File: src/common/soc_cfg.svh
// Build-time widths and the address map of the reduced SoC.
// Include this wherever a width or a device window is needed.

`ifndef SOC_CFG_SVH
`define SOC_CFG_SVH

// bus widths
`define SOC_DW 32
`define SOC_AW 32

// 256 words of SRAM
`define SOC_RAM_AW 8

`define SOC_GPIO_W 8

// each mask covers the offset bits inside its window
`define SOC_RAM_BASE  32'h0000_0000
`define SOC_RAM_MASK  32'h0000_03ff
`define SOC_GPIO_BASE 32'h1000_0000
`define SOC_GPIO_MASK 32'h0000_00ff

`endif

File: src/common/tlul_pkg.sv
// Bus types shared by the host port, the crossbar and every device.
// Import with tlul_pkg::* in the module header.

`include "soc_cfg.svh"

package tlul_pkg;

  // A channel and D channel opcodes share one encoding space
  typedef enum logic [2:0] {
    PutFullData    = 3'h0,
    PutPartialData = 3'h1,
    AccessAck      = 3'h2,
    AccessAckData  = 3'h3,
    Get            = 3'h4
  } tl_opcode_e;

  // host to device
  typedef struct packed {
    logic                     a_valid;
    tl_opcode_e               a_opcode;
    logic [`SOC_AW-1:0]       a_address;
    logic [(`SOC_DW/8)-1:0]   a_mask;
    logic [`SOC_DW-1:0]       a_data;
    logic                     d_ready;
  } tl_h2d_t;

  // device to host
  typedef struct packed {
    logic                     d_valid;
    tl_opcode_e               d_opcode;
    logic [`SOC_DW-1:0]       d_data;
    logic                     d_error;
    logic                     a_ready;
  } tl_d2h_t;

endpackage

File: src/hw/sram/tlul_adapter_sram.sv
// Bus to SRAM adapter: turns one request into memory strobes and returns
// the response two cycles after acceptance, held until the host takes it.

`include "soc_cfg.svh"

module tlul_adapter_sram import tlul_pkg::*; (
  input  logic                   clk_i,
  input  logic                   rst_i,
  input  tl_h2d_t                tl_i,
  output tl_d2h_t                tl_o,
  output logic                   req_o,
  output logic                   we_o,
  output logic [`SOC_RAM_AW-1:0] addr_o,
  output logic [`SOC_DW-1:0]     wdata_o,
  output logic [`SOC_DW-1:0]     wmask_o,
  input  logic [`SOC_DW-1:0]     rdata_i,
  input  logic                   rvalid_i
);

  logic                   a_xfer;
  logic [(`SOC_DW/8)-1:0] byte_en;
  logic                   pend_q;
  tl_opcode_e             pend_op_q;
  logic                   rsp_valid_q;
  tl_opcode_e             rsp_op_q;
  logic [`SOC_DW-1:0]     rsp_data_q;

  // busy while a request sits in the memory or a response waits
  assign tl_o.a_ready = !pend_q && !rsp_valid_q;
  assign a_xfer       = tl_i.a_valid && tl_o.a_ready;

  assign req_o   = a_xfer;
  assign we_o    = (tl_i.a_opcode != Get);
  assign addr_o  = tl_i.a_address[`SOC_RAM_AW+1:2];
  assign wdata_o = tl_i.a_data;

  // full writes ignore a_mask
  assign byte_en = (tl_i.a_opcode == PutFullData) ? '1 : tl_i.a_mask;

  always_comb begin
    for (int i = 0; i < `SOC_DW / 8; i++) begin
      wmask_o[8*i +: 8] = {8{byte_en[i]}};
    end
  end

  always_ff @(posedge clk_i) begin
    if (rst_i) begin
      pend_q      <= 1'b0;
      rsp_valid_q <= 1'b0;
    end else begin
      pend_q <= a_xfer;
      if (pend_q) begin
        rsp_valid_q <= 1'b1;
      end else if (tl_i.d_ready) begin
        rsp_valid_q <= 1'b0;
      end
    end
  end

  always_ff @(posedge clk_i) begin
    if (a_xfer) begin
      pend_op_q <= tl_i.a_opcode;
    end
    // memory answers in the cycle after req
    if (pend_q) begin
      rsp_op_q   <= (pend_op_q == Get) ? AccessAckData : AccessAck;
      rsp_data_q <= rvalid_i ? rdata_i : '0;
    end
  end

  assign tl_o.d_valid  = rsp_valid_q;
  assign tl_o.d_opcode = rsp_op_q;
  assign tl_o.d_data   = rsp_data_q;
  assign tl_o.d_error  = 1'b0;

  // read data only comes back for a read strobe
  rvalid_after_read_a: assert property (@(posedge clk_i) disable iff (rst_i)
    rvalid_i |-> $past(req_o && !we_o));

endmodule

File: config.mk
export PLATFORM = sky130hd
export DESIGN_NAME = tlul_adapter_sram
export DESIGN_NICKNAME = d
export VERILOG_FILES = /design/src/common/tlul_pkg.sv /design/src/hw/sram/tlul_adapter_sram.sv
export VERILOG_INCLUDE_DIRS = /design/src /design/src/common
export SDC_FILE = /design/constraint.sdc
export NUM_CORES = 1
export LEC_CHECK = 0
export BUFFER_PORTS_ARGS = -buffer_cell sky130_fd_sc_hd__buf_2
export CAP_MARGIN = 20
export CORE_AREA = 3 3 85 87
export DETAILED_ROUTE_END_ITERATION = 8
export DIE_AREA = 0 0 88 90
export HOLD_SLACK_MARGIN = 0.08
export PLACE_DENSITY = 0.75
export SYNTH_ARGS = -nofsm -noshare
export SYNTH_HDL_FRONTEND = slang
export SYNTH_SLANG_ARGS = --single-unit
export TNS_END_PERCENT = 30
File: constraint.sdc
create_clock -name clk_i -period 1.8 [get_ports clk_i]
set_clock_uncertainty 0.1 [all_clocks]
set_input_delay 0.09 -clock clk_i [delete_from_list [all_inputs] [get_ports clk_i]]
set_output_delay 0.09 -clock clk_i [all_outputs]
set_load 0.005 [all_outputs]
==> flow_summary.ini <==
[yosys]
yosys_register_bits = 38
synth.yosys.warnings = 0
ys_types = 16
synth_area_leaders = edfxtp_1 55%, buf_4 27%, and2_1 10%, dfxtp_1 2.0%, or2_2 1.3%
mean_cell_area_of_the_mapped_netlist_sq_um = 12.26
synth_seq_area_share_pct = 56.78
synthDominantAreaCellType = edfxtp_1
synth.top_cell.area_share_pct = 54.75
post_synth_inst_count = 161
post_synth_instance_area_sq_um = 1974

[final_layout]
area_growth_synth_to_finish_pct = 29.15
fin_area_sq_um = 2550
drive_above_1_share_pct = 52.46
final_cell_mix = 112 x buf_2, 37 x dlygate4sd3_1, 36 x edfxtp_1, 32 x and2_1, 5 x clkbuf_8
multi_input_comb_area_sq_um = 297.8
final-seq-area_sq_um = 1122
filler_cell_count = 613
n_antenna_cell = 0
design.final.nets = 352
most_frequent_standard_cell_in_the_layout_excluding_fill_and_tap_cells = buf_2

[worst_setup_path]
critPathCaptureType = primary output
cpMaxStageDelayCell = dlygate4sd3_1
path_cells = dlygate4sd3_1, buf_2, nor3_2, or2_2, buf_2
sum_of_buffers_and_inverters_on_the_critical_path = 3
crit_path_frequent_cell = buf_2
dominant_delay_contributor_by_cell_family_on_the_critical_path = buffers and inverters
crit_path_max_fanout = 8
worstPathRequired_ps = 1610
cpPeakStageDelay_ps = 540
worstPathArrival_ps = 1430
critical_path_class = in2out
kind_of_start_point_of_the_critical_path = primary input

[pwr]
static-leakage-power_nw = 1.135
p_per_area_nw_per_um2 = 723.2
vdd_drop_max_mv = 0.2573

[cts]
tritoncts = yes
clock-sinks = 38
cts_hold_buf = 37
cts_repair_resize_count = 0
maximum_number_of_buffers_from_clock_root_to_sink = 2
clock_latency_ps = 270
clock_tree.htree_level_count = 2
cts-buffers-inserted = 5
postCtsSetupRepairBufs = 0
cts_root_buf = clkbuf_8

[routing]
post_drt_wl_per_cell_um = 14.98
drt_first_pass_iters = 4
detailedRoute.firstIterationViolations = 36
total_length_of_routed_wires_mm = 4.808
num_vias = 1272
antenna_violating_nets_post_route = 0
viasPerCell = 3.963
drcViolationCount = 0

[floorplanning]
fp.dieArea_sq_um = 7920
fp-row-count = 29
design.portCount = 220
chipWidth_um = 88
dieHeight_um = 90
design.core.area_sq_um = 6422
start_util_pct = 30.74

[timing]
setup_violations = 0
timing.final.crit_share_pct = 90.09
report.final.slew_viol_count = 0
final_total_negative_setup_slack_ps = 0
hold_viol = 0
maxClockFrequency_ghz = 0.6166
grt_setup_unrepaired = no
min_period_ps = 1622

[global_route]
wire_length_of_the_first_global_routing_pass_mm = 7.017
globalRouteOverflowTotal = 0
grt_start_max_net_pins = 33
grt_util_all_layers_pct = 11.51
first_global_vias = 1299
initial_antenna_violation_count = 0

[placement]
gp_congestion = 0.7578
placed_area_sq_um = 2101
portBuffers = 112

[worst_hold_path]
hold_path.class = in2out

[run]
cap_violations = 0

[outcome]
run_status = finished clean
[power by group]
group          internal, mW  switching, mW  leakage (nW)
clock network         0.259          0.266        0.0438
logic                 0.170          0.113         0.733
registers              1.02         0.0183         0.358
total                  1.45          0.397          1.14
[state kept, by name, summed over array words and instances, names as in the netlist]
| signal | flops |
|---|---|
| pend_op_q | 3 |
| rsp_valid_q | 1 |
| rsp_data_q | 32 |
| rsp_op_q | 1 |
| pend_q | 1 |
[area by class of cell]
type,instances,area share (%)
clock inverters,2,0.3925
multi-input cells,48,11.68
repair buffers,150,37.29
inverters,1,0.1472
flip-flops and latches,38,44.01
clock buffers,5,2.699
well taps,77,3.778
[kinds of logic after synthesis]
kind of cell / Yosys count / synth area share, %
other: 2 / 0.3804
buffers and inverters: 76 / 28.33
flip-flops: 38 / 56.78
AO/OA/AOI/OAI: 1 / 0.2532
AND/OR/NAND/NOR: 44 / 14.26
[synth_stat cells]
| library cell | instances |
|---|---|
| buf_4 | 72 |
| edfxtp_1 | 36 |
| and2_1 | 32 |
| or2_2 | 4 |
| clkbuf_2 | 3 |
| conb_1 | 2 |
| dfxtp_1 | 2 |
| nor2_1 | 2 |
| a21oi_1 | 1 |
| and2b_2 | 1 |
| inv_1 | 1 |
| nand2_1 | 1 |
| nand2b_1 | 1 |
| nor3_2 | 1 |
| nor3b_1 | 1 |
| nor3b_2 | 1 |
[per-layer routing]
| layer | vias up | GRT usage (%) | share of wire (%) |
|---|---|---|---|
| met1 | 555 | 10.63 | 33 |
| met5 | - | 0 | 0 |
| met4 | 0 | 9.335 | 6.1 |
| met2 | 86 | 20.85 | 51 |
| met3 | 22 | 2.377 | 9.4 |
| li1 | 609 | - | - |
[path summary, 6_finish.rpt]
path,endpoint,cells past startpoint,startpoint,slack (ps)
max,wmask_o[3],5,tl_i[71],180
min,addr_o[2],0,tl_i[41],80
max reg2reg,rsp_valid_q,3,pend_q,320
min reg2reg,rsp_op_q[0],1,pend_op_q[0],430
[stage by stage]
| step | utilization, % | power, mW | std cells | setup slack [ps] | hold WS (ps) |
|---|---|---|---|---|---|
| after CTS | 39.70 | 1.872 | 321 | 192.7 | 80.04 |
| after global routing | 39.70 | 1.942 | 321 | 96.66 | 80.01 |
| after global placement | 32.71 | 1.271 | 277 | 603.9 | 80.04 |
| after floorplan | - | 1.263 | 162 | 90.18 | 59.07 |
| final | 39.70 | 1.844 | 321 | 178.3 | 80.00 |
| after detailed placement | 32.71 | 1.277 | 277 | 548.3 | 80.04 |
(Power assumes the default switching activity.)
