## src/common/soc_cfg.svh

```systemverilog
// Build-time widths and the address map of the reduced SoC.
// Include this wherever a width or a device window is needed.

`ifndef SOC_CFG_SVH
`define SOC_CFG_SVH

// bus widths
`define SOC_DW 32
`define SOC_AW 32

// 256 words of SRAM
`define SOC_RAM_AW 8

`define SOC_GPIO_W 8

// each mask covers the offset bits inside its window
`define SOC_RAM_BASE  32'h0000_0000
`define SOC_RAM_MASK  32'h0000_03ff
`define SOC_GPIO_BASE 32'h1000_0000
`define SOC_GPIO_MASK 32'h0000_00ff

`endif

```

## src/common/tlul_pkg.sv

```systemverilog
// Bus types shared by the host port, the crossbar and every device.
// Import with tlul_pkg::* in the module header.

`include "soc_cfg.svh"

package tlul_pkg;

  // A channel and D channel opcodes share one encoding space
  typedef enum logic [2:0] {
    PutFullData    = 3'h0,
    PutPartialData = 3'h1,
    AccessAck      = 3'h2,
    AccessAckData  = 3'h3,
    Get            = 3'h4
  } tl_opcode_e;

  // host to device
  typedef struct packed {
    logic                     a_valid;
    tl_opcode_e               a_opcode;
    logic [`SOC_AW-1:0]       a_address;
    logic [(`SOC_DW/8)-1:0]   a_mask;
    logic [`SOC_DW-1:0]       a_data;
    logic                     d_ready;
  } tl_h2d_t;

  // device to host
  typedef struct packed {
    logic                     d_valid;
    tl_opcode_e               d_opcode;
    logic [`SOC_DW-1:0]       d_data;
    logic                     d_error;
    logic                     a_ready;
  } tl_d2h_t;

endpackage

```

## src/common/soc_pkg.sv

```systemverilog
// SoC level encodings: device select, GPIO register map and crossbar states.
// Import with soc_pkg::* where one of these is decoded.

package soc_pkg;

  // crossbar target
  typedef enum logic [1:0] {
    DevRam  = 2'd0,
    DevGpio = 2'd1,
    DevNone = 2'd2
  } dev_e;

  // word index of each GPIO register, the byte offset is four times the index
  typedef enum logic [2:0] {
    RegOut        = 3'd0,
    RegOe         = 3'd1,
    // read only
    RegIn         = 3'd2,
    // write one to clear
    RegIntrState  = 3'd3,
    RegIntrEnable = 3'd4
  } gpio_reg_e;

  typedef enum logic {
    StIdle    = 1'b0,
    StWaitRsp = 1'b1
  } xbar_state_e;

endpackage

```

## src/hw/xbar/xbar_main.sv

```systemverilog
// Main crossbar with one host port and two devices, one transaction in flight.
// Unmapped requests are answered here with an error response.

`include "soc_cfg.svh"

module xbar_main import tlul_pkg::*, soc_pkg::*; (
  input  logic    clk_i,
  input  logic    rst_i,
  input  tl_h2d_t tl_h_i,
  output tl_d2h_t tl_h_o,
  output tl_h2d_t tl_ram_o,
  input  tl_d2h_t tl_ram_i,
  output tl_h2d_t tl_gpio_o,
  input  tl_d2h_t tl_gpio_i
);

  xbar_state_e state_q;
  dev_e        dev_sel;
  dev_e        dev_q;
  logic        dev_ready;
  logic        host_ready;
  logic        a_xfer;
  logic        d_xfer;
  logic        err_valid_q;
  tl_opcode_e  err_opcode_q;
  tl_d2h_t     rsp;

  // address decode
  always_comb begin
    if ((tl_h_i.a_address & ~`SOC_RAM_MASK) == `SOC_RAM_BASE) begin
      dev_sel = DevRam;
    end else if ((tl_h_i.a_address & ~`SOC_GPIO_MASK) == `SOC_GPIO_BASE) begin
      dev_sel = DevGpio;
    end else begin
      dev_sel = DevNone;
    end
  end

  always_comb begin
    case (dev_sel)
      DevRam:  dev_ready = tl_ram_i.a_ready;
      DevGpio: dev_ready = tl_gpio_i.a_ready;
      default: dev_ready = 1'b1;
    endcase
  end

  assign host_ready = (state_q == StIdle) && dev_ready;
  assign a_xfer     = tl_h_i.a_valid && host_ready;

  // requests go only to the decoded device, d_ready only to the one in flight
  always_comb begin
    tl_ram_o          = tl_h_i;
    tl_ram_o.a_valid  = tl_h_i.a_valid && (state_q == StIdle) && (dev_sel == DevRam);
    tl_ram_o.d_ready  = tl_h_i.d_ready && (state_q == StWaitRsp) && (dev_q == DevRam);
    tl_gpio_o         = tl_h_i;
    tl_gpio_o.a_valid = tl_h_i.a_valid && (state_q == StIdle) && (dev_sel == DevGpio);
    tl_gpio_o.d_ready = tl_h_i.d_ready && (state_q == StWaitRsp) && (dev_q == DevGpio);
  end

  // response select
  always_comb begin
    rsp = '{d_valid: 1'b0, d_opcode: AccessAck, d_data: '0, d_error: 1'b0, a_ready: 1'b0};
    if (state_q == StWaitRsp) begin
      case (dev_q)
        DevRam:  rsp = tl_ram_i;
        DevGpio: rsp = tl_gpio_i;
        default: begin
          rsp.d_valid  = err_valid_q;
          rsp.d_opcode = err_opcode_q;
          rsp.d_error  = 1'b1;
        end
      endcase
    end
  end

  assign d_xfer = rsp.d_valid && tl_h_i.d_ready;

  always_comb begin
    tl_h_o         = rsp;
    tl_h_o.a_ready = host_ready;
  end

  always_ff @(posedge clk_i) begin
    if (rst_i) begin
      state_q     <= StIdle;
      err_valid_q <= 1'b0;
    end else begin
      if (a_xfer) begin
        state_q <= StWaitRsp;
      end else if (d_xfer) begin
        state_q <= StIdle;
      end
      // error response is held here until the host takes it
      if (a_xfer && (dev_sel == DevNone)) begin
        err_valid_q <= 1'b1;
      end else if (d_xfer) begin
        err_valid_q <= 1'b0;
      end
    end
  end

  always_ff @(posedge clk_i) begin
    if (a_xfer) begin
      dev_q        <= dev_sel;
      err_opcode_q <= (tl_h_i.a_opcode == Get) ? AccessAckData : AccessAck;
    end
  end

  // host may only see a_ready return after the pending response went out
  a_ready_after_rsp_a: assert property (@(posedge clk_i) disable iff (rst_i)
    $rose(host_ready) |-> $past(d_xfer));

  // no device answers unless the crossbar waits for it
  dev_rsp_in_wait_a: assert property (@(posedge clk_i) disable iff (rst_i)
    (tl_ram_i.d_valid || tl_gpio_i.d_valid) |-> (state_q == StWaitRsp));

endmodule

```

## config.mk

```make
export PLATFORM = sky130hd
export DESIGN_NAME = xbar_main
export DESIGN_NICKNAME = d
export VERILOG_FILES = /design/src/common/tlul_pkg.sv /design/src/common/soc_pkg.sv /design/src/hw/xbar/xbar_main.sv
export VERILOG_INCLUDE_DIRS = /design/src /design/src/common
export SDC_FILE = /design/constraint.sdc
export NUM_CORES = 1
export LEC_CHECK = 0
export BUFFER_PORTS_ARGS = -buffer_cell sky130_fd_sc_hd__clkbuf_2
export CAP_MARGIN = 20
export CORE_AREA = 2 2 129 131
export CTS_CLUSTER_SIZE = 20
export DETAILED_ROUTE_END_ITERATION = 16
export DIE_AREA = 0 0 131 133
export PLACE_DENSITY_LB_ADDON = 0.1
export SYNTH_ARGS = -nofsm -noshare
export SYNTH_HDL_FRONTEND = slang
export SYNTH_SLANG_ARGS = --single-unit
```

## constraint.sdc

```tcl
create_clock -name clk_i -period 1.3 [get_ports clk_i]
set_input_delay 0.26 -clock clk_i [delete_from_list [all_inputs] [get_ports clk_i]]
set_output_delay 0.26 -clock clk_i [all_outputs]
set_load 0.05 [all_outputs]
```

==> run_results.csv, run 1 <==
group,metric,value,unit
placed_design,io_buffers,202,
placed_design,dpl.cell_count,583,
placed_design,dpl.hpwl,5960,um
timing,worst_pin_slew,0.423,ns
detailed_routing,drtPass1Iterations,4,
layout,final_cells,597,
power_and_ir_drop,peakVddDrop,0.000290,V
layout,syn_to_final_growth,104,%
critical_path,critPathTopFamily,"buffers and inverters",
grt,grt_pass1_vias,2002,
critical_path,worst-setup-path-type,"reg2out",
die,rows,47,
die,ios,335,
detailed_routing,ant_nets,0,
die,die_w,131,um
grt,grt_antenna_before_repair,0,
synth,ys_types,29,
detailed_routing,vias,2085,
run,drv_cap,0,
synth,syn-cell-area,2010,um2
timing,setup_viol_count_final,48,
grt,grt_pass1_wl,9940,um
clock_tree,cts_root_buffer,"clkbuf_16",
layout,stdcell_area,4100,um2
timing,worst_slack,-0.490,ns
timing,fin_worst_skew,0.00224,ns
clock_tree,cts.htree.levels,1,
power_and_ir_drop,pwr-share-seq,0.096,
clock_tree,clkTransAtPathRegs,0.03,ns
power_and_ir_drop,p_leak,1.76,nW
layout,layout.nets,529,
synth,synthMuxAreaShare,0.179,
synth,synthCells,269,
power_and_ir_drop,p_sw,878,uW
status,violations,"setup timing",
synth,ys.warnings.count,0,
critical_path,cpMaxStageDelayCell,"edfxtp_1",
timing,fin_crit,1.79,ns
grt,grt_start_max_net_pins,20,
layout,fill_cells,1728,
critical_path,critPathArrivalTime,1.53,ns
synth,synth-compound-area-share,0.0330,
status,outcome,"complete, but fails checks",
die,dieArea,17400,um2
clock_tree,cts_buffers,3,
power_and_ir_drop,comb_power_share,0.655,
critical_path,rr_endpoint,"state_q",
timing,maxSlewHeadroom,0.715,
detailed_routing,drc,0,
detailed_routing,wirelength,7260,um
die,initial_core_util,0.124,
timing,period_share,1.38,
detailed_routing,wl_per_cell,12.2,um
die,die_y,133,um
power_and_ir_drop,p_int,1.15,mW
synth,synth_top_family_by_area,"buffers and inverters",
timing,hold_violations,0,
clock_tree,cts_tree,"built",
detailed_routing,drt_iter0_drc,10,
critical_path,r2r_cells,6,
placed_design,gp_congestion,0.696,
synth,yosysSeqAreaShare,0.0647,
critical_path,path_depth,5,
detailed_routing,via_per_inst,3.49,
layout,drive_gt1_frac,0.926,
clock_tree,holdBufCountCts,0,
layout,mostFrequentLayoutCells,"clkbuf_2 (155), buf_4 (36), nor2_4 (35), buf_8 (34), mux2i_4 (33)",
synth,ys_ff_latch,5,
power_and_ir_drop,pwr-share-clk,0.248,
critical_path,reg2reg_from,"dev_q[0]",
synth,synth_xor_area_frac,0,
layout,layout_commonest_cell,"clkbuf_2",
layout,diodes,0,
synth,syn_area_per_cell,7.48,um2
die,core_area,16200,um2
grt,overflow,0,
synth,syn_nets,420,
critical_path,r2r_setup_slack,-0.26,ns
critical_path,start_kind,"register",
power_and_ir_drop,netSwitchingFraction,0.433,
clock_tree,clkLatencyLatePin,0.23,ns
critical_path,endpoint_kind,"primary output",
clock_tree,cts_buffer_depth,2,
critical_path,critPathMaxFanout,6,
synth,synth_adder_area_share,0,
critical_path,cp-startpoint,"dev_q[0]",
critical_path,cp_cell_sequence,"buf_6 -> clkbuf_16 -> mux2i_4 -> nor2_4 -> buf_8",
grt,track_usage,0.0720,
min_path,hold_class,"in2reg",
placed_design,place_area,2980,um2
critical_path,cp_num_buf_inv,3,
critical_path,cpPeakStageDelay,0.48,ns
synth,synth-simple-area-share,0.157,
timing,slew_viol_final,0,
clock_tree,clock_sinks,5,
timing,fmax,0.559,GHz
critical_path,endpoint,"tl_h_o[9]",
power_and_ir_drop,power_density,495,nW/um2
critical_path,required,1.04,ns
timing,rsz0062_at_grt,"true",
-- flip-flops by register name, summed over array words and instances, names as in the netlist --
name          count
err_opcode_q      1
err_valid_q       1
state_q           1
dev_q             2
-- metal layers --
| metal | share of wire | vias to the layer above | GRT usage |
|---|---|---|---|
| li1 | - | 967 | - |
| met1 | 0.32 | 916 | 0.0724 |
| met2 | 0.54 | 185 | 0.142 |
| met3 | 0.13 | 17 | 0.0230 |
| met4 | 0.011 | 0 | 0.0124 |
| met5 | 0 | - | 0 |
-- through the flow --
step                      power (mW)  setup slack, ns   util  setup TNS [ns]  hold slack, ns
after floorplan                 1.66           -0.385      -           -5.23           0.427
after global placement          1.20           -0.462  0.184          -15.43           0.450
after detailed placement        1.21           -0.490  0.184          -16.38           0.453
after CTS                       1.93           -0.524  0.230          -20.56           0.343
after global routing            2.11           -0.546  0.254          -22.25           0.367
final                           2.03           -0.490  0.254          -19.40           0.348
-- synth_stat cells --
library cell,instances,area share
a211oi_1,1,0.0037
a21boi_0,1,0.0037
a21oi_1,1,0.0025
and2_1,1,0.0031
and3_1,1,0.0031
and4_1,1,0.0044
buf_2,1,0.0025
buf_4,147,0.55
clkbuf_1,3,0.0056
dfxtp_1,2,0.020
edfxtp_1,3,0.045
inv_1,5,0.0093
mux2i_1,36,0.18
nand2_1,4,0.0075
nand2b_1,1,0.0031
nand3_1,1,0.0025
nand4_2,1,0.0062
nor2_1,40,0.075
nor2b_1,1,0.0031
nor3_1,4,0.010
nor3_2,1,0.0050
nor3b_1,1,0.0037
nor3b_2,1,0.0062
nor4_1,2,0.0062
nor4_2,3,0.019
o211a_1,1,0.0050
o21ai_0,2,0.0050
o2bb2ai_1,2,0.0087
o31a_1,1,0.0044
-- cell type report --
cell class	instances	area [um2]	share of cell area
inverter	5	21.3	0.00519
timing repair buffer	255	2030	0.495
clock buffer	4	78.8	0.0192
multi-input combinational	108	1560	0.381
tap	220	275	0.0671
sequential	5	130	0.0317
-- kinds of logic (layout without fill, tap and decap cells) --
logic type             Yosys count  after routing
AOI/OAI and AO/OA                9              9
buffers and inverters          156            264
and+or+nand+nor                 63             63
muxes                           36             36
DFF                              5              5
-- power by group through the flow --
stage | registers, mW | clock network (mW) | logic (mW)
after floorplan | 0.188 | 0 | 1.47
after global placement | 0.199 | 0 | 1.01
after detailed placement | 0.200 | 0 | 1.01
after CTS | 0.195 | 0.511 | 1.22
after global routing | 0.197 | 0.520 | 1.39
final | 0.196 | 0.504 | 1.33
-- worst reg2reg max path, delay by kind of cell (launching register included) --
family,cells,cell delay [ns]
AOI/OAI and AO/OA,3,0.53
and+or+nand+nor,1,0.14
DFF,1,0.48
buffers and inverters,2,0.33
-- timing repair --
item,4_1_cts,5_1_grt
pin swaps,12,38
resized for setup,124,105
endpoints found under the setup margin,48,48
gates cloned,2,1
buffers inserted,6,4
-- worst min path at each step --
stage / start / to / cells past startpoint
floorplan: err_valid_q / err_valid_q / 1
global placement: err_valid_q / err_valid_q / 1
detailed placement: err_valid_q / err_valid_q / 1
CTS: rst_i / err_valid_q / 4
global route: tl_h_i[69] / err_opcode_q[0] / 2
finish: rst_i / err_valid_q / 4
Note: power is estimated with default switching activity, not from simulation.
==> inputs of run 2 (changes only) <==
clock period = 1.4 ns   (was 1.3 ns; I/O delays follow)
==> run 2 against run 1 <==
  * Largest power group unchanged
  * Die area unchanged
  * Register-to-register slack better by 0.06 ns
  * Critical path depth up 1
  * Critical path type unchanged
  * Sequential power down 7%
  * Combinational power down 11%
  * Clock-buffer cell count unchanged
  * The run still ends with setup timing left
  * Routed wire length up 1.9%
  * Flip-flop and latch count unchanged
  * Final area down 2.6%
  * Largest cell class unchanged
  * Global-route usage up 0.41 points
  * Clock skew down 0.0018 ns
  * Hold slack better by 0.034 ns
==> run_results.csv, run 2 (synthesis gave the netlist of run 1 again) <==
group,metric,value,unit
die,dieArea,17400,um2
detailed_routing,wl_per_cell,12.4,um
status,violations,"setup timing",
layout,fill_cells,1714,
layout,final_cells,596,
clock_tree,cts_buffers,3,
detailed_routing,via_per_inst,3.40,
min_path,hold_class,"in2reg",
power_and_ir_drop,p_leak,1.75,nW
clock_tree,clock_sinks,5,
critical_path,cp_cell_sequence,"buf_6 -> buf_12 -> mux2i_2 -> nand2_1 -> o211a_2 -> buf_8",
timing,hold_violations,0,
critical_path,cpPeakStageDelay,0.46,ns
run,drv_cap,0,
clock_tree,cts.htree.levels,1,
critical_path,required,1.12,ns
grt,grt_pass1_vias,1924,
die,initial_core_util,0.124,
critical_path,cp_num_buf_inv,3,
detailed_routing,wirelength,7400,um
detailed_routing,drc,0,
die,die_w,131,um
detailed_routing,drt_iter0_drc,15,
grt,grt_pass1_wl,9960,um
detailed_routing,drtPass1Iterations,4,
power_and_ir_drop,p_int,1.04,mW
power_and_ir_drop,power_density,458,nW/um2
layout,multi_input_area,1460,um2
power_and_ir_drop,power,1.83,mW
layout,largest_register_ffs,2,
power_and_ir_drop,pwr-share-clk,0.253,
layout,diodes,0,
power_and_ir_drop,netSwitchingFraction,0.432,
timing,worst_pin_slew,0.359,ns
power_and_ir_drop,peakVddDrop,0.000230,V
layout,mostFrequentLayoutCells,"clkbuf_2 (157), buf_4 (36), buf_8 (33), nor2_4 (31), mux2i_4 (26)",
clock_tree,clkLatencyLatePin,0.22,ns
detailed_routing,vias,2024,
layout,stdcell_area,3990,um2
clock_tree,cts_root_buffer,"clkbuf_16",
critical_path,critPathMaxFanout,5,
clock_tree,clkTransAtPathRegs,0.03,ns
layout,regMostFlops,"dev_q",
timing,fin_crit,1.81,ns
placed_design,io_buffers,202,
grt,grt_start_max_net_pins,13,
critical_path,worst-setup-path-type,"reg2out",
grt,track_usage,0.0762,
detailed_routing,ant_nets,0,
timing,setup_viol_count_final,47,
clock_tree,holdBufCountCts,0,
timing,slew_viol_final,0,
timing,fin_worst_skew,0.000490,ns
timing,period_share,1.29,
critical_path,start_kind,"register",
layout,fin_util,0.247,
power_and_ir_drop,comb_power_share,0.647,
clock_tree,cts_buffer_depth,2,
die,die_y,133,um
layout,regArea,130,um2
placed_design,place_area,2900,um2
critical_path,endpoint_kind,"primary output",
placed_design,gp_congestion,0.752,
grt,grt_antenna_before_repair,0,
detailed_routing,met2WireLength,4060,um
placed_design,dp_slack,-0.438,ns
layout,syn_to_final_growth,98.4,%
power_and_ir_drop,p_sw,790,uW
layout,layout_commonest_cell,"clkbuf_2",
timing,maxSlewHeadroom,0.759,
timing,hold-worst-slack,0.382,ns
placed_design,dpl.hpwl,6070,um
timing,fin_tns_setup,-14.87,ns
placed_design,dpl.cell_count,581,
timing,worst_slack,-0.411,ns
critical_path,cpMaxStageDelayCell,"edfxtp_1",
timing,rsz0062_at_grt,"true",
detailed_routing,m1WireLength,2280,um
status,outcome,"complete, but fails checks",
critical_path,critPathArrivalTime,1.53,ns
critical_path,critPathTopFamily,"flip-flops",
clock_tree,cts_tree,"built",
power_and_ir_drop,pwr-share-seq,0.100,
detailed_routing,routed.top_layer,"met4",
timing,fmax,0.552,GHz
grt,overflow,0,
layout,drive_gt1_frac,0.912,
die,core_area,16200,um2
detailed_routing,wl_met3,935,um
die,rows,47,
layout,layout.nets,528,
die,ios,335,
-- run 2: final timing paths --
kind,startpoint,to,slack (ns),cells past startpoint
min reg2reg,err_valid_q,err_valid_q,0.48,1
min,tl_h_i[69],err_opcode_q[0],0.38,2
max,dev_q[0],tl_h_o[34],-0.41,6
max reg2reg,dev_q[0],err_valid_q,-0.20,7
-- run 2: final cells by class --
type | instances | share of cell area
well taps | 220 | 0.0689
inverters | 5 | 0.00470
clock buffers | 4 | 0.0197
repair buffers | 254 | 0.508
flip-flops and latches | 5 | 0.0326
multi-input cells | 108 | 0.366
-- run 2: worst register-to-register path, delay by kind of cell, from the launching register on --
| kind | cells | cell delay (ns) |
|---|---|---|
| AND/OR/NAND/NOR | 1 | 0.14 |
| flip-flops | 1 | 0.44 |
| buffers and inverters | 3 | 0.41 |
| AO/OA/AOI/OAI | 3 | 0.51 |
-- run 2: power by group through the flow --
stage,clock network [mW],registers (mW),logic (mW)
after floorplan,0,0.174,1.36
after global placement,0,0.185,0.915
after detailed placement,0,0.185,0.914
after CTS,0.470,0.182,1.16
after global routing,0.484,0.185,1.24
final,0.463,0.183,1.18
-- run 2: metal layers --
layer  vias up  GRT usage
met1       872     0.0658
met2       181      0.154
met3        13     0.0271
met5         -          0
li1        958          -
met4         0     0.0284
-- run 2: timing repair --
action                     in CTS  in global routing
setup buffers                   5                  4
gates resized for setup       150                 53
setup endpoints to repair      48                 48
pin swaps                      19                 17
gates cloned                    4                  1
