==> config.mk <==
export PLATFORM = sky130hd
export DESIGN_NAME = gpio
export DESIGN_NICKNAME = d
export VERILOG_FILES = /design/src/common/tlul_pkg.sv /design/src/common/soc_pkg.sv /design/src/hw/gpio/gpio.sv
export VERILOG_INCLUDE_DIRS = /design/src /design/src/common
export SDC_FILE = /design/constraint.sdc
export NUM_CORES = 1
export LEC_CHECK = 0
export BUFFER_PORTS_ARGS = -buffer_cell sky130_fd_sc_hd__buf_4
export CORE_MARGIN = 4
export CORE_UTILIZATION = 30
export DETAILED_ROUTE_END_ITERATION = 6
export GPL_ROUTABILITY_DRIVEN = 0
export SLEW_MARGIN = 20
export SYNTH_ARGS = -nofsm -noshare
export SYNTH_HDL_FRONTEND = slang
export SYNTH_SLANG_ARGS = --single-unit
==> constraint.sdc <==
create_clock -name clk_i -period 1.6 [get_ports clk_i]
set_input_delay 0.16 -clock clk_i [delete_from_list [all_inputs] [get_ports clk_i]]
set_output_delay 0.16 -clock clk_i [all_outputs]
set_load 0.05 [all_outputs]
==> src/common/soc_cfg.svh <==
// Build-time widths and the address map of the reduced SoC.
// Include this wherever a width or a device window is needed.

`ifndef SOC_CFG_SVH
`define SOC_CFG_SVH

// bus widths
`define SOC_DW 32
`define SOC_AW 32

// 256 words of SRAM
`define SOC_RAM_AW 8

`define SOC_GPIO_W 8

// each mask covers the offset bits inside its window
`define SOC_RAM_BASE  32'h0000_0000
`define SOC_RAM_MASK  32'h0000_03ff
`define SOC_GPIO_BASE 32'h1000_0000
`define SOC_GPIO_MASK 32'h0000_00ff

`endif

==> src/common/tlul_pkg.sv <==
// Bus types shared by the host port, the crossbar and every device.
// Import with tlul_pkg::* in the module header.

`include "soc_cfg.svh"

package tlul_pkg;

  // A channel and D channel opcodes share one encoding space
  typedef enum logic [2:0] {
    PutFullData    = 3'h0,
    PutPartialData = 3'h1,
    AccessAck      = 3'h2,
    AccessAckData  = 3'h3,
    Get            = 3'h4
  } tl_opcode_e;

  // host to device
  typedef struct packed {
    logic                     a_valid;
    tl_opcode_e               a_opcode;
    logic [`SOC_AW-1:0]       a_address;
    logic [(`SOC_DW/8)-1:0]   a_mask;
    logic [`SOC_DW-1:0]       a_data;
    logic                     d_ready;
  } tl_h2d_t;

  // device to host
  typedef struct packed {
    logic                     d_valid;
    tl_opcode_e               d_opcode;
    logic [`SOC_DW-1:0]       d_data;
    logic                     d_error;
    logic                     a_ready;
  } tl_d2h_t;

endpackage

==> src/common/soc_pkg.sv <==
// SoC level encodings: device select, GPIO register map and crossbar states.
// Import with soc_pkg::* where one of these is decoded.

package soc_pkg;

  // crossbar target
  typedef enum logic [1:0] {
    DevRam  = 2'd0,
    DevGpio = 2'd1,
    DevNone = 2'd2
  } dev_e;

  // word index of each GPIO register, the byte offset is four times the index
  typedef enum logic [2:0] {
    RegOut        = 3'd0,
    RegOe         = 3'd1,
    // read only
    RegIn         = 3'd2,
    // write one to clear
    RegIntrState  = 3'd3,
    RegIntrEnable = 3'd4
  } gpio_reg_e;

  typedef enum logic {
    StIdle    = 1'b0,
    StWaitRsp = 1'b1
  } xbar_state_e;

endpackage

==> src/hw/gpio/gpio.sv <==
// GPIO block with output, output enable, synchronized inputs and
// rising edge interrupts. Answers each bus request one cycle later.

`include "soc_cfg.svh"

module gpio import tlul_pkg::*, soc_pkg::*; (
  input  logic                   clk_i,
  input  logic                   rst_i,
  input  tl_h2d_t                tl_i,
  output tl_d2h_t                tl_o,
  input  logic [`SOC_GPIO_W-1:0] gpio_i,
  output logic [`SOC_GPIO_W-1:0] gpio_o,
  output logic [`SOC_GPIO_W-1:0] gpio_en_o,
  output logic                   intr_o
);

  logic                   a_xfer;
  logic                   is_read;
  logic                   reg_hit;
  logic [2:0]             reg_idx;
  logic                   wr_en;
  logic                   wr_err;
  logic [`SOC_GPIO_W-1:0] rd_val;
  logic [`SOC_GPIO_W-1:0] w1c;
  logic [`SOC_GPIO_W-1:0] rise;
  logic [`SOC_GPIO_W-1:0] out_q, oe_q;
  logic [`SOC_GPIO_W-1:0] sync1_q, sync2_q, prev_q;
  logic [`SOC_GPIO_W-1:0] state_q, enable_q;
  logic                   rsp_valid_q;
  tl_opcode_e             rsp_op_q;
  logic [`SOC_DW-1:0]     rsp_data_q;
  logic                   rsp_err_q;

  assign tl_o.a_ready = !rsp_valid_q;
  assign a_xfer       = tl_i.a_valid && tl_o.a_ready;
  assign is_read      = (tl_i.a_opcode == Get);

  // registers live in the first 32 bytes of the window
  assign reg_hit = (tl_i.a_address[7:5] == 3'b000);
  assign reg_idx = tl_i.a_address[4:2];
  assign wr_en   = a_xfer && !is_read && reg_hit && tl_i.a_mask[0];
  assign wr_err  = !is_read && reg_hit && (reg_idx == RegIn);

  always_comb begin
    rd_val = '0;
    if (reg_hit) begin
      case (reg_idx)
        RegOut:        rd_val = out_q;
        RegOe:         rd_val = oe_q;
        RegIn:         rd_val = sync2_q;
        RegIntrState:  rd_val = state_q;
        RegIntrEnable: rd_val = enable_q;
        default:       rd_val = '0;
      endcase
    end
  end

  assign w1c  = (wr_en && (reg_idx == RegIntrState)) ? tl_i.a_data[`SOC_GPIO_W-1:0] : '0;
  assign rise = sync2_q & ~prev_q;

  always_ff @(posedge clk_i) begin
    if (rst_i) begin
      out_q    <= '0;
      oe_q     <= '0;
      enable_q <= '0;
      state_q  <= '0;
      sync1_q  <= '0;
      sync2_q  <= '0;
      prev_q   <= '0;
    end else begin
      // two flop input sync, then edge detect
      sync1_q <= gpio_i;
      sync2_q <= sync1_q;
      prev_q  <= sync2_q;
      if (wr_en && (reg_idx == RegOut)) begin
        out_q <= tl_i.a_data[`SOC_GPIO_W-1:0];
      end
      if (wr_en && (reg_idx == RegOe)) begin
        oe_q <= tl_i.a_data[`SOC_GPIO_W-1:0];
      end
      if (wr_en && (reg_idx == RegIntrEnable)) begin
        enable_q <= tl_i.a_data[`SOC_GPIO_W-1:0];
      end
      // a new edge wins over a clear in the same cycle
      state_q <= (state_q & ~w1c) | rise;
    end
  end

  always_ff @(posedge clk_i) begin
    if (rst_i) begin
      rsp_valid_q <= 1'b0;
    end else if (a_xfer) begin
      rsp_valid_q <= 1'b1;
    end else if (tl_i.d_ready) begin
      rsp_valid_q <= 1'b0;
    end
  end

  always_ff @(posedge clk_i) begin
    if (a_xfer) begin
      rsp_op_q   <= is_read ? AccessAckData : AccessAck;
      rsp_data_q <= is_read ? {{(`SOC_DW-`SOC_GPIO_W){1'b0}}, rd_val} : '0;
      rsp_err_q  <= wr_err;
    end
  end

  assign tl_o.d_valid  = rsp_valid_q;
  assign tl_o.d_opcode = rsp_op_q;
  assign tl_o.d_data   = rsp_data_q;
  assign tl_o.d_error  = rsp_err_q;

  assign gpio_o    = out_q;
  assign gpio_en_o = oe_q;
  assign intr_o    = |(state_q & enable_q);

endmodule

==> impl_results.md, run 1 <==
- DRT iter0 DRCs: 74
- Worst VDD drop: 0.0003017 V
- WHS: 25.87 ps
- Pwr dens: 907.8 mW/mm2
- DP Wirelength: 4.907 mm
- Dominant cells by area after synthesis: dfxtp_1 37%, mux2i_1 10%, edfxtp_1 9.7%, nand2b_1 8.5%, buf_4 6.8%
- Layout cells sized above 1: 25.73%
- Commonest non-fill, non-tap cells in the layout: 72 x buf_4, 57 x dfxtp_1, 42 x nand2b_1
- Final WS setup: 133.3 ps
- Cts bufs inserted: 9
- H-tree depth: 3
- Leading area contributor after synthesis: dfxtp_1
- Dpl cell area: 0.003672 mm2
- Worst-skew pair later-pin latency: 350 ps
- Overall power: 0.003586 W
- Die extent in x: 109.8 um
- I/O Buffers: 58
- Total GRT Usage: 11.47%
- Die Area: 0.01206 mm2
- CTS tree: done
- Final nets: 455
- Synth warnings: 0
- Setup violations, final: 0
- Unique masters post-synth: 32
- Worst Skew: 8.326 ps
- Clk root buf: clkbuf_8
- Worst setup SP type: register
- Vias in the first global route: 2120
- Die height: 109.8 um
- Worst Reg2Reg Path Length in Cells: 3
- WP data required: 1440 ps
- # DRC: 0
- First-pass GRT wire length: 10.65 mm
- Lkg Pwr: 1.542 nW
- Max Buffers Root-to-Sink: 2
- Non-Filler Instances: 510
- Synth Register Bits: 67
- Pins Over Slew Limit: 0
- Number of nets still failing antenna checks after routing: 0
- Element type at the critical path end: output port
- Worst path arrival time: 1310 ps
- RSZ-0062 raised after global routing: false
- Mapped Area: 0.003109 mm2
- Flop-to-flop setup slack: 200 ps
- Sink Count: 67
- Starting Density: 31.23%
- DR pass1 iterations: 4
- Max-cap violation count: 0
- Placed Cells incl. Taps: 485
- Via count: 2210
- Hold Violations, Final: 0
- Largest net degree at the start of global routing: 42
- Kind of critical path: register to output port
- Std-Cell Rows: 36
- Drt total wl: 6.646 mm
- Final period util: 91.67%
- I/O pins: 138
- Area Overhead vs Synth: 27.04%
- Ant. Diodes: 0
- Worst Hold Path Cells: 2
- Sequential share of the synthesized area: 46.36%
- Total grt overflow: 0
- Design area: 0.003950 mm2
- Crit-path max FO: 3
- Fmax: 0.6818 GHz
- DR WL/cell: 13.03 um
- Minimum clock period: 1467 ps
- Clock-pin slew on the worst setup and hold paths: 70 ps
- Mapped Cells: 298
- Antenna violations before repair: 0
- Drt via density: 4.333
- Status: complete, no violations
- Min-delay worst type: primary input to register
- Most common cell after layout, fill and taps aside: buf_4
- Core area: 0.009955 mm2
- Mapped Avg Cell Area: 10.43 um2
- Dpl ws: -170.8 ps
- Share of the synthesized area in the top cell type: 36.70%
[layer usage]
layer,GRT usage [%],wire length [um],vias to the layer above
met5,0,0,-
met4,5.610,96,0
met3,3.171,420,8
met2,16.25,2907,63
met1,15.90,3222,1008
li1,-,-,1131
[registers in the layout, indices dropped and copies added, names as in the netlist]
signal,count
sync1_q,8
state_q,8
prev_q,8
rsp_valid_q,1
sync2_q,8
gpio_en_o,8
rsp_op_q,1
rsp_data_q,8
enable_q,8
rsp_err_q,1
gpio_o,8
[critical path, cell delays in order, from the launching register on]
cell and delay (ps):
dfxtp_1 330, a22oi_1 210, nand4_1 190, buf_4 240
[logic make-up (layout without fill, tap and decap cells)]
group | Yosys count | in the layout | share of synthesized area, %
other | 2 | 26 | 0.2415
and+or+nand+nor | 108 | 108 | 24.27
AOI/OAI and AO/OA | 37 | 37 | 8.934
muxes | 32 | 32 | 10.30
buffers and inverters | 52 | 107 | 9.899
DFF | 67 | 67 | 46.36
[worst paths after layout]
kind / startpoint / end
worst max-delay path: state_q[6] / intr_o
worst min-delay path: gpio_i[1] / sync1_q[1]
worst max register to register: rsp_valid_q / gpio_o[1]
worst min register to register: sync1_q[3] / sync2_q[3]
[stage by stage]
| step | utilization, % | setup TNS (ps) |
|---|---|---|
| 3_5_place_dp | 36.89 | -2843 |
| 5_1_grt | 39.68 | 0 |
| 6_report | 39.68 | 0 |
| 2_1_floorplan | - | 0 |
| 3_3_place_gp | 36.89 | -2342 |
| 4_1_cts | 39.68 | 0 |
[report_power, final]
part	switching [W]	leakage [nW]	internal, W
combinational	0.000330	0.885	0.000171
sequential	0.0000222	0.564	0.00176
clock	0.000656	0.0932	0.000650
total	0.00101	1.54	0.00258
[what timing repair did]
action / 4_1_cts / 5_1_grt
buffers inserted: 0 / 0
resized for setup: 0 / 0
hold buffers: 9 / 0
endpoints found under the hold margin: 9 / 0
[Yosys cell counts]
library cell and n:
o32ai_1 7, nand4_1 1, nor4_2 1, buf_6 1, inv_1 8, buf_4 28, a22oi_1 4, a211oi_1 1
nand3b_1 17, or4_1 1, conb_1 2, nor3_1 1, a311oi_1 8, or3_1 1, or4_4 1, o31a_1 1
edfxtp_1 10, clkbuf_1 15, dfxtp_1 57, nor2b_1 33, nor2_1 1, nand2b_1 42, a21oi_1 8, and4b_1 1
mux2i_1 32, nand4b_1 1, nand2_1 1, or2_1 1, o21a_1 8, nor4_4 2, nor3b_2 2, nor4b_1 1
[final cells by class]
type,instances,area (um2)
inverters,8,30.03
repair buffers,83,670.6
clock inverters,6,38.79
fillers,970,6005
multi-input cells,203,1454
well taps,133,166.4
flip-flops and latches,67,1441
clock buffers,10,148.9
No activity file was read; power rests on OpenSTA's default activity.
==> inputs of run 2 (changes only) <==
--- a/config.mk
+++ b/config.mk
@@ -7,7 +7,7 @@
 export NUM_CORES = 1
 export LEC_CHECK = 0
 export BUFFER_PORTS_ARGS = -buffer_cell sky130_fd_sc_hd__buf_4
-export CORE_MARGIN = 4
+export CORE_MARGIN = 2
 export CORE_UTILIZATION = 30
 export DETAILED_ROUTE_END_ITERATION = 6
 export GPL_ROUTABILITY_DRIVEN = 0
==> run 2 against run 1 <==
Net effect:
- cell area decreased by 0.70%
- core utilization decreased by 1.2 points
- power increased by 9.1%
- via count decreased by 2.2%
- largest power group unchanged
- flip-flop and latch count unchanged
- register-to-register slack got worse by 20 ps
- die area decreased by 7.2%
- setup slack got worse by 48 ps
==> impl_results.md, run 2 (synthesized netlist as in run 1, its figures left out) <==
- Clk root buf: clkbuf_8
- Drt via density: 4.281 (-1.2%)
- Hold path start: tl_i[4]
- Die extent in x: 105.8 um (-3.6%)
- Worst-skew pair later-pin latency: 340 ps (about the same)
- Sw Ratio: 25.98% (-2.1 points)
- Die Area: 0.01119 mm2 (-7.2%)
- WP data required: 1440 ps (about the same)
- Layout cells sized above 1: 26.02% (+0.29 points)
- Power share of the combinational group: 12.4% (-1.6 points)
- Worst reg2reg startpoint: rsp_valid_q
- Commonest non-fill, non-tap cells in the layout: 72 x buf_4, 57 x dfxtp_1, 42 x nand2b_1
- Core area: 0.01018 mm2 (+2.3%)
- # DRC: 0 (unchanged)
- Final nets: 447 (-1.8%)
- Kind of critical path: register to output port
- Element type at the critical path end: output port
- Area Overhead vs Synth: 26.16%
- Switch Pwr: 0.001016 W (+0.88%)
- Total grt overflow: 0 (unchanged)
- Vias in the first global route: 1942 (-8.4%)
- Max Buffers Root-to-Sink: 2 (unchanged)
- Max-cap violation count: 0 (unchanged)
- Via count: 2162 (-2.2%)
- Setup violations, final: 0 (unchanged)
- Lkg Pwr: 1.535 nW (-0.48%)
- Number of nets still failing antenna checks after routing: 0 (unchanged)
- WHS Endpoint: state_q[3]
- Worst Reg2Reg Path Length in Cells: 3 (unchanged)
- Worst Skew: 10.13 ps (+1.804 ps)
- Final period util: 94.66% (+3.0 points)
- Std-Cell Rows: 37 (+2.8%)
- Final Util: 38.51% (-1.2 points)
- Worst VDD drop: 0.0004128 V (+37%)
- H-tree depth: 3 (unchanged)
- DP Wirelength: 4.690 mm (-4.4%)
- Crit-path max FO: 3 (unchanged)
- Status: complete, no violations
- I/O pins: 138 (unchanged)
- Final WS setup: 85.48 ps (-47.82 ps)
- DR WL/cell: 12.63 um (-3.1%)
- Worst path arrival time: 1350 ps (+40 ps)
- Worst Hold Path Cells: 2 (unchanged)
- Starting Density: 30.53% (-0.71 points)
- Ant. Diodes: 0 (unchanged)
- Sequential cell area: 0.001441 mm2 (unchanged)
- Sink Count: 67 (unchanged)
- Drt total wl: 6.376 mm (-4.1%)
- Minimum clock period: 1515 ps (+47.82 ps)
- Worst setup SP type: register
- Fin Setup TNS: 0 ps (unchanged)
- Cts bufs inserted: 9 (unchanged)
- Min-delay worst type: primary input to register
- R2r endpoint: gpio_o[2]
- Antenna violations before repair: 0 (unchanged)
- I/O Buffers: 58 (unchanged)
- Dpl ws: -178.3 ps (-7.485 ps)
- Fmax: 0.6603 GHz (-3.2%)
- Pwr dens: 997.3 mW/mm2 (+9.9%)
- Internal: 0.002895 W (+12%)
- Flop-to-flop setup slack: 180 ps (-20 ps)
- Area of the multi-input gates: 0.001454 mm2 (unchanged)
- DRT iter0 DRCs: 120 (+62%)
- Most common cell after layout, fill and taps aside: buf_4
- Hold Violations, Final: 0 (unchanged)
- Sequential share of power: 45.5% (-4.1 points)
- Pins Over Slew Limit: 0 (unchanged)
- Die height: 105.8 um (-3.6%)
- RSZ-0062 raised after global routing: false
- Clock share of power: 42.2% (+5.8 points)
- CTS tree: done
- DR pass1 iterations: 5 (+1)
- First-pass GRT wire length: 10.03 mm (-5.8%)
- Largest net degree at the start of global routing: 41 (-2.4%)
- Total GRT Usage: 11.46% (about the same)
- Fill count: 1020 (+5.2%)
- Clock-pin slew on the worst setup and hold paths: 80 ps (about the same)
[run 2: through the flow]
stage	cells	area [um2]	total power, W	hold slack, ps
2_1_floorplan	322	3203	0.002213	259.0
3_3_place_gp	488	3676	0.002296	346.4
3_5_place_dp	488	3676	0.002302	348.9
4_1_cts	505	3923	0.003969	5.210
5_1_grt	505	3923	0.004052	14.69
6_report	505	3923	0.003912	24.24
[run 2: final cells by class]
cell class | instances | area share (%)
multi-input combinational | 203 | 37.07
inverter | 8 | 0.7656
timing repair buffer | 75 | 15.06
clock buffer | 11 | 3.892
sequential | 67 | 36.75
clock inverter | 5 | 2.137
tap | 136 | 4.338
[run 2: worst max path at each step]
stage,start,to,depth (start not counted)
6_report,enable_q[5],intr_o,3
5_1_grt,state_q[6],intr_o,3
4_1_cts,enable_q[6],intr_o,3
3_5_place_dp,tl_i[44],gpio_en_o[1],6
3_3_place_gp,tl_i[44],gpio_en_o[3],6
2_1_floorplan,tl_i[44],gpio_o[0],4
[run 2: power by group through the flow]
stage,logic (W),registers [W],clock network (W)
2_1_floorplan,0.000356,0.00186,0
3_3_place_gp,0.000479,0.00182,0
3_5_place_dp,0.000484,0.00182,0
4_1_cts,0.000486,0.00178,0.00170
5_1_grt,0.000515,0.00178,0.00175
6_report,0.000484,0.00178,0.00165
[run 2: critical path: stages, from the launching register on]
cell     delay [ps]
dfxtp_1         350
a22oi_1         220
nand4_1         200
buf_4           250
[run 2: per-layer routing]
metal	wire length, um	GRT usage [%]	vias to the layer above
met5	0	0	-
met4	106	5.357	0
met3	444	3.834	10
met2	2698	16.18	64
met1	3127	15.68	971
li1	-	-	1117
[run 2: what timing repair did]
action	in CTS	in global routing
gates resized for setup	0	0
buffers inserted	0	0
hold buffers	1	0
endpoints found under the hold margin	1	0
setup endpoints to repair	0	0
==> inputs of run 3 (changes only) <==
--- a/config.mk
+++ b/config.mk
@@ -7,10 +7,12 @@
 export NUM_CORES = 1
 export LEC_CHECK = 0
 export BUFFER_PORTS_ARGS = -buffer_cell sky130_fd_sc_hd__buf_4
-export CORE_MARGIN = 2
+export CELL_PAD_IN_SITES_DETAIL_PLACEMENT = 1
+export CELL_PAD_IN_SITES_GLOBAL_PLACEMENT = 1
 export CORE_UTILIZATION = 30
 export DETAILED_ROUTE_END_ITERATION = 6
 export GPL_ROUTABILITY_DRIVEN = 0
+export PLACE_DENSITY_LB_ADDON = 0.1
 export SLEW_MARGIN = 20
 export SYNTH_ARGS = -nofsm -noshare
 export SYNTH_HDL_FRONTEND = slang
==> run 3 against run 2 <==
Net effect:
- non-clock buffer count fell by 1
- critical endpoint unchanged
- maximum frequency rose by 4.0%
- via count rose by 2.7%
- clock power fell by 16%
- sequential share of layout area rose by 0.26 points
- final cell count fell by 0.79%
- global-route usage rose by 2.3 points
- worst hold slack got worse by 1.5 ps
- die area fell by 3.7%
- cell area fell by 0.70%
- core utilization rose by 0.79 points
==> impl_results.md, run 3 (synthesized netlist as in run 1, its figures left out) <==
- Worst path arrival time: 1300 ps (-50 ps)
- Worst Hold Path Cells: 2 (unchanged)
- Pins Over Slew Limit: 0 (unchanged)
- Fmax: 0.6867 GHz (+4.0%)
- CTS tree: done
- Ant. Diodes: 0 (unchanged)
- Min-delay worst type: primary input to register
- # hold bufs at CTS: 2 (+1)
- Worst Skew: 7.010 ps (-3.120 ps)
- DR pass1 iterations: 4 (-1)
- I/O pins: 138 (unchanged)
- Die extent in x: 103.8 um (-1.9%)
- Critical Path Stages: 3 (unchanged)
- Commonest non-fill, non-tap cells in the layout: 68 x buf_4, 57 x dfxtp_1, 42 x nand2b_1
- Die Area: 0.01078 mm2 (-3.7%)
- Minimum clock period: 1456 ps (-58.28 ps)
- Pwr dens: 939.6 mW/mm2 (-5.8%)
- Cts bufs inserted: 9 (unchanged)
- Area Overhead vs Synth: 25.27%
- WP data required: 1440 ps (about the same)
- Final period util: 91.02% (-3.6 points)
- Clk root buf: clkbuf_8
- Lkg Pwr: 1.512 nW (-1.5%)
- Flop-to-flop setup slack: 190 ps (about the same)
- DP Wirelength: 5.110 mm (+9.0%)
- Total GRT Usage: 13.77% (+2.3 points)
- DR WL/cell: 13.88 um (+9.9%)
- Most common cell after layout, fill and taps aside: buf_4
- Worst setup SP type: register
- Drt total wl: 6.952 mm (+9.0%)
- Fin Setup TNS: 0 ps (unchanged)
- Slowest CP cell: dfxtp_1
- Resize count post-CTS: 0 (unchanged)
- H-tree depth: 3 (unchanged)
- Die height: 103.8 um (-1.9%)
- Total grt overflow: 0 (unchanged)
- Antenna violations before repair: 0 (unchanged)
- Layout cells sized above 1: 24.46% (-1.6 points)
- Worst path max stage delay: 330 ps (-20 ps)
- First-pass GRT wire length: 11.46 mm (+14%)
- RSZ-0062 raised after global routing: false
- Sink Count: 67 (unchanged)
- Overall power: 0.003660 W (-6.4%)
- Vias in the first global route: 2195 (+13%)
- Largest net degree at the start of global routing: 52 (+27%)
- Postcts setup bufs: 0 (unchanged)
- Max Buffers Root-to-Sink: 2 (unchanged)
- DRT iter0 DRCs: 53 (-56%)
- I/O Buffers: 58 (unchanged)
- Via count: 2220 (+2.7%)
- Delay-heaviest family, CP: flip-flops
- Drt via density: 4.431 (+3.5%)
- Element type at the critical path end: output port
- Core area: 0.009910 mm2 (-2.7%)
- Status: complete, no violations
- Max-cap violation count: 0 (unchanged)
- Std-Cell Rows: 36 (-2.7%)
- Final nets: 446 (-0.22%)
- Worst VDD drop: 0.0004036 V (-2.2%)
- Crit-path max FO: 3 (unchanged)
- Kind of critical path: register to output port
- Setup violations, final: 0 (unchanged)
- Critical-path cell list: a22oi_1 > nand4_1 > buf_4
- Clock-pin slew on the worst setup and hold paths: 70 ps (about the same)
- Hold Violations, Final: 0 (unchanged)
- Starting Density: 31.38% (+0.85 points)
- Worst Reg2Reg Path Length in Cells: 3 (unchanged)
- # DRC: 0 (unchanged)
- WHS: 22.70 ps (-1.537 ps)
- Critical path buffers and inverters: 1 (unchanged)
- Worst-skew pair later-pin latency: 340 ps (about the same)
- Number of nets still failing antenna checks after routing: 0 (unchanged)
==> run 3: cell types whose count changed in the layout (fill, tap and decap cells not counted), sizes merged <==
cell,previous run,this run
inv,9,8
clkbuf,11,16
clkinv,2,0
bufinv,2,0
dlygate4sd3,1,2
buf,74,72
==> run 3: per-layer routing <==
layer	vias up	wire, um	global-route usage [%]
met5	-	0	0
met4	0	104	6.735
met3	9	272	3.210
met2	54	3059	20.24
met1	1046	3516	18.84
li1	1111	-	-
==> run 3: report_power, final <==
part / internal [W] / switching, W
registers: 0.00176 / 0.0000222
logic: 0.000162 / 0.000331
clock network: 0.000757 / 0.000630
total: 0.00268 / 0.000983
==> run 3: path summary, 6_finish.rpt <==
kind | startpoint | end
max | state_q[5] | intr_o
min | tl_i[4] | state_q[3]
max reg2reg | rsp_valid_q | gpio_o[1]
min reg2reg | sync1_q[4] | sync2_q[4]
==> run 3: layout make-up <==
cell class / instances / area (um2)
Clock buffer: 16 / 192.7
Multi-Input combinational cell: 203 / 1454
Timing Repair Buffer: 74 / 610.6
Sequential cell: 67 / 1441
Inverter: 8 / 30.03
Fill cell: 1156 / 6015
Tap cell: 133 / 166.4
==> run 3: per-stage QoR <==
| step | cell area, um2 | std cells | utilization [%] | worst slack, ps |
|---|---|---|---|---|
| detailed placement | 3682 | 483 | 37.16 | -135.0 |
| global route | 3895 | 501 | 39.31 | 27.78 |
| CTS | 3895 | 501 | 39.31 | 96.42 |
| global placement | 3682 | 483 | 37.16 | -131.0 |
| finish | 3895 | 501 | 39.31 | 143.8 |
| floorplan | 3203 | 322 | - | 11.40 |
==> run 3: worst register-to-register path, stage by stage, from the launching register on <==
cell,delay [ps]
dfxtp_1,320
nand3b_1,170
or4_4,650
mux2i_1,160
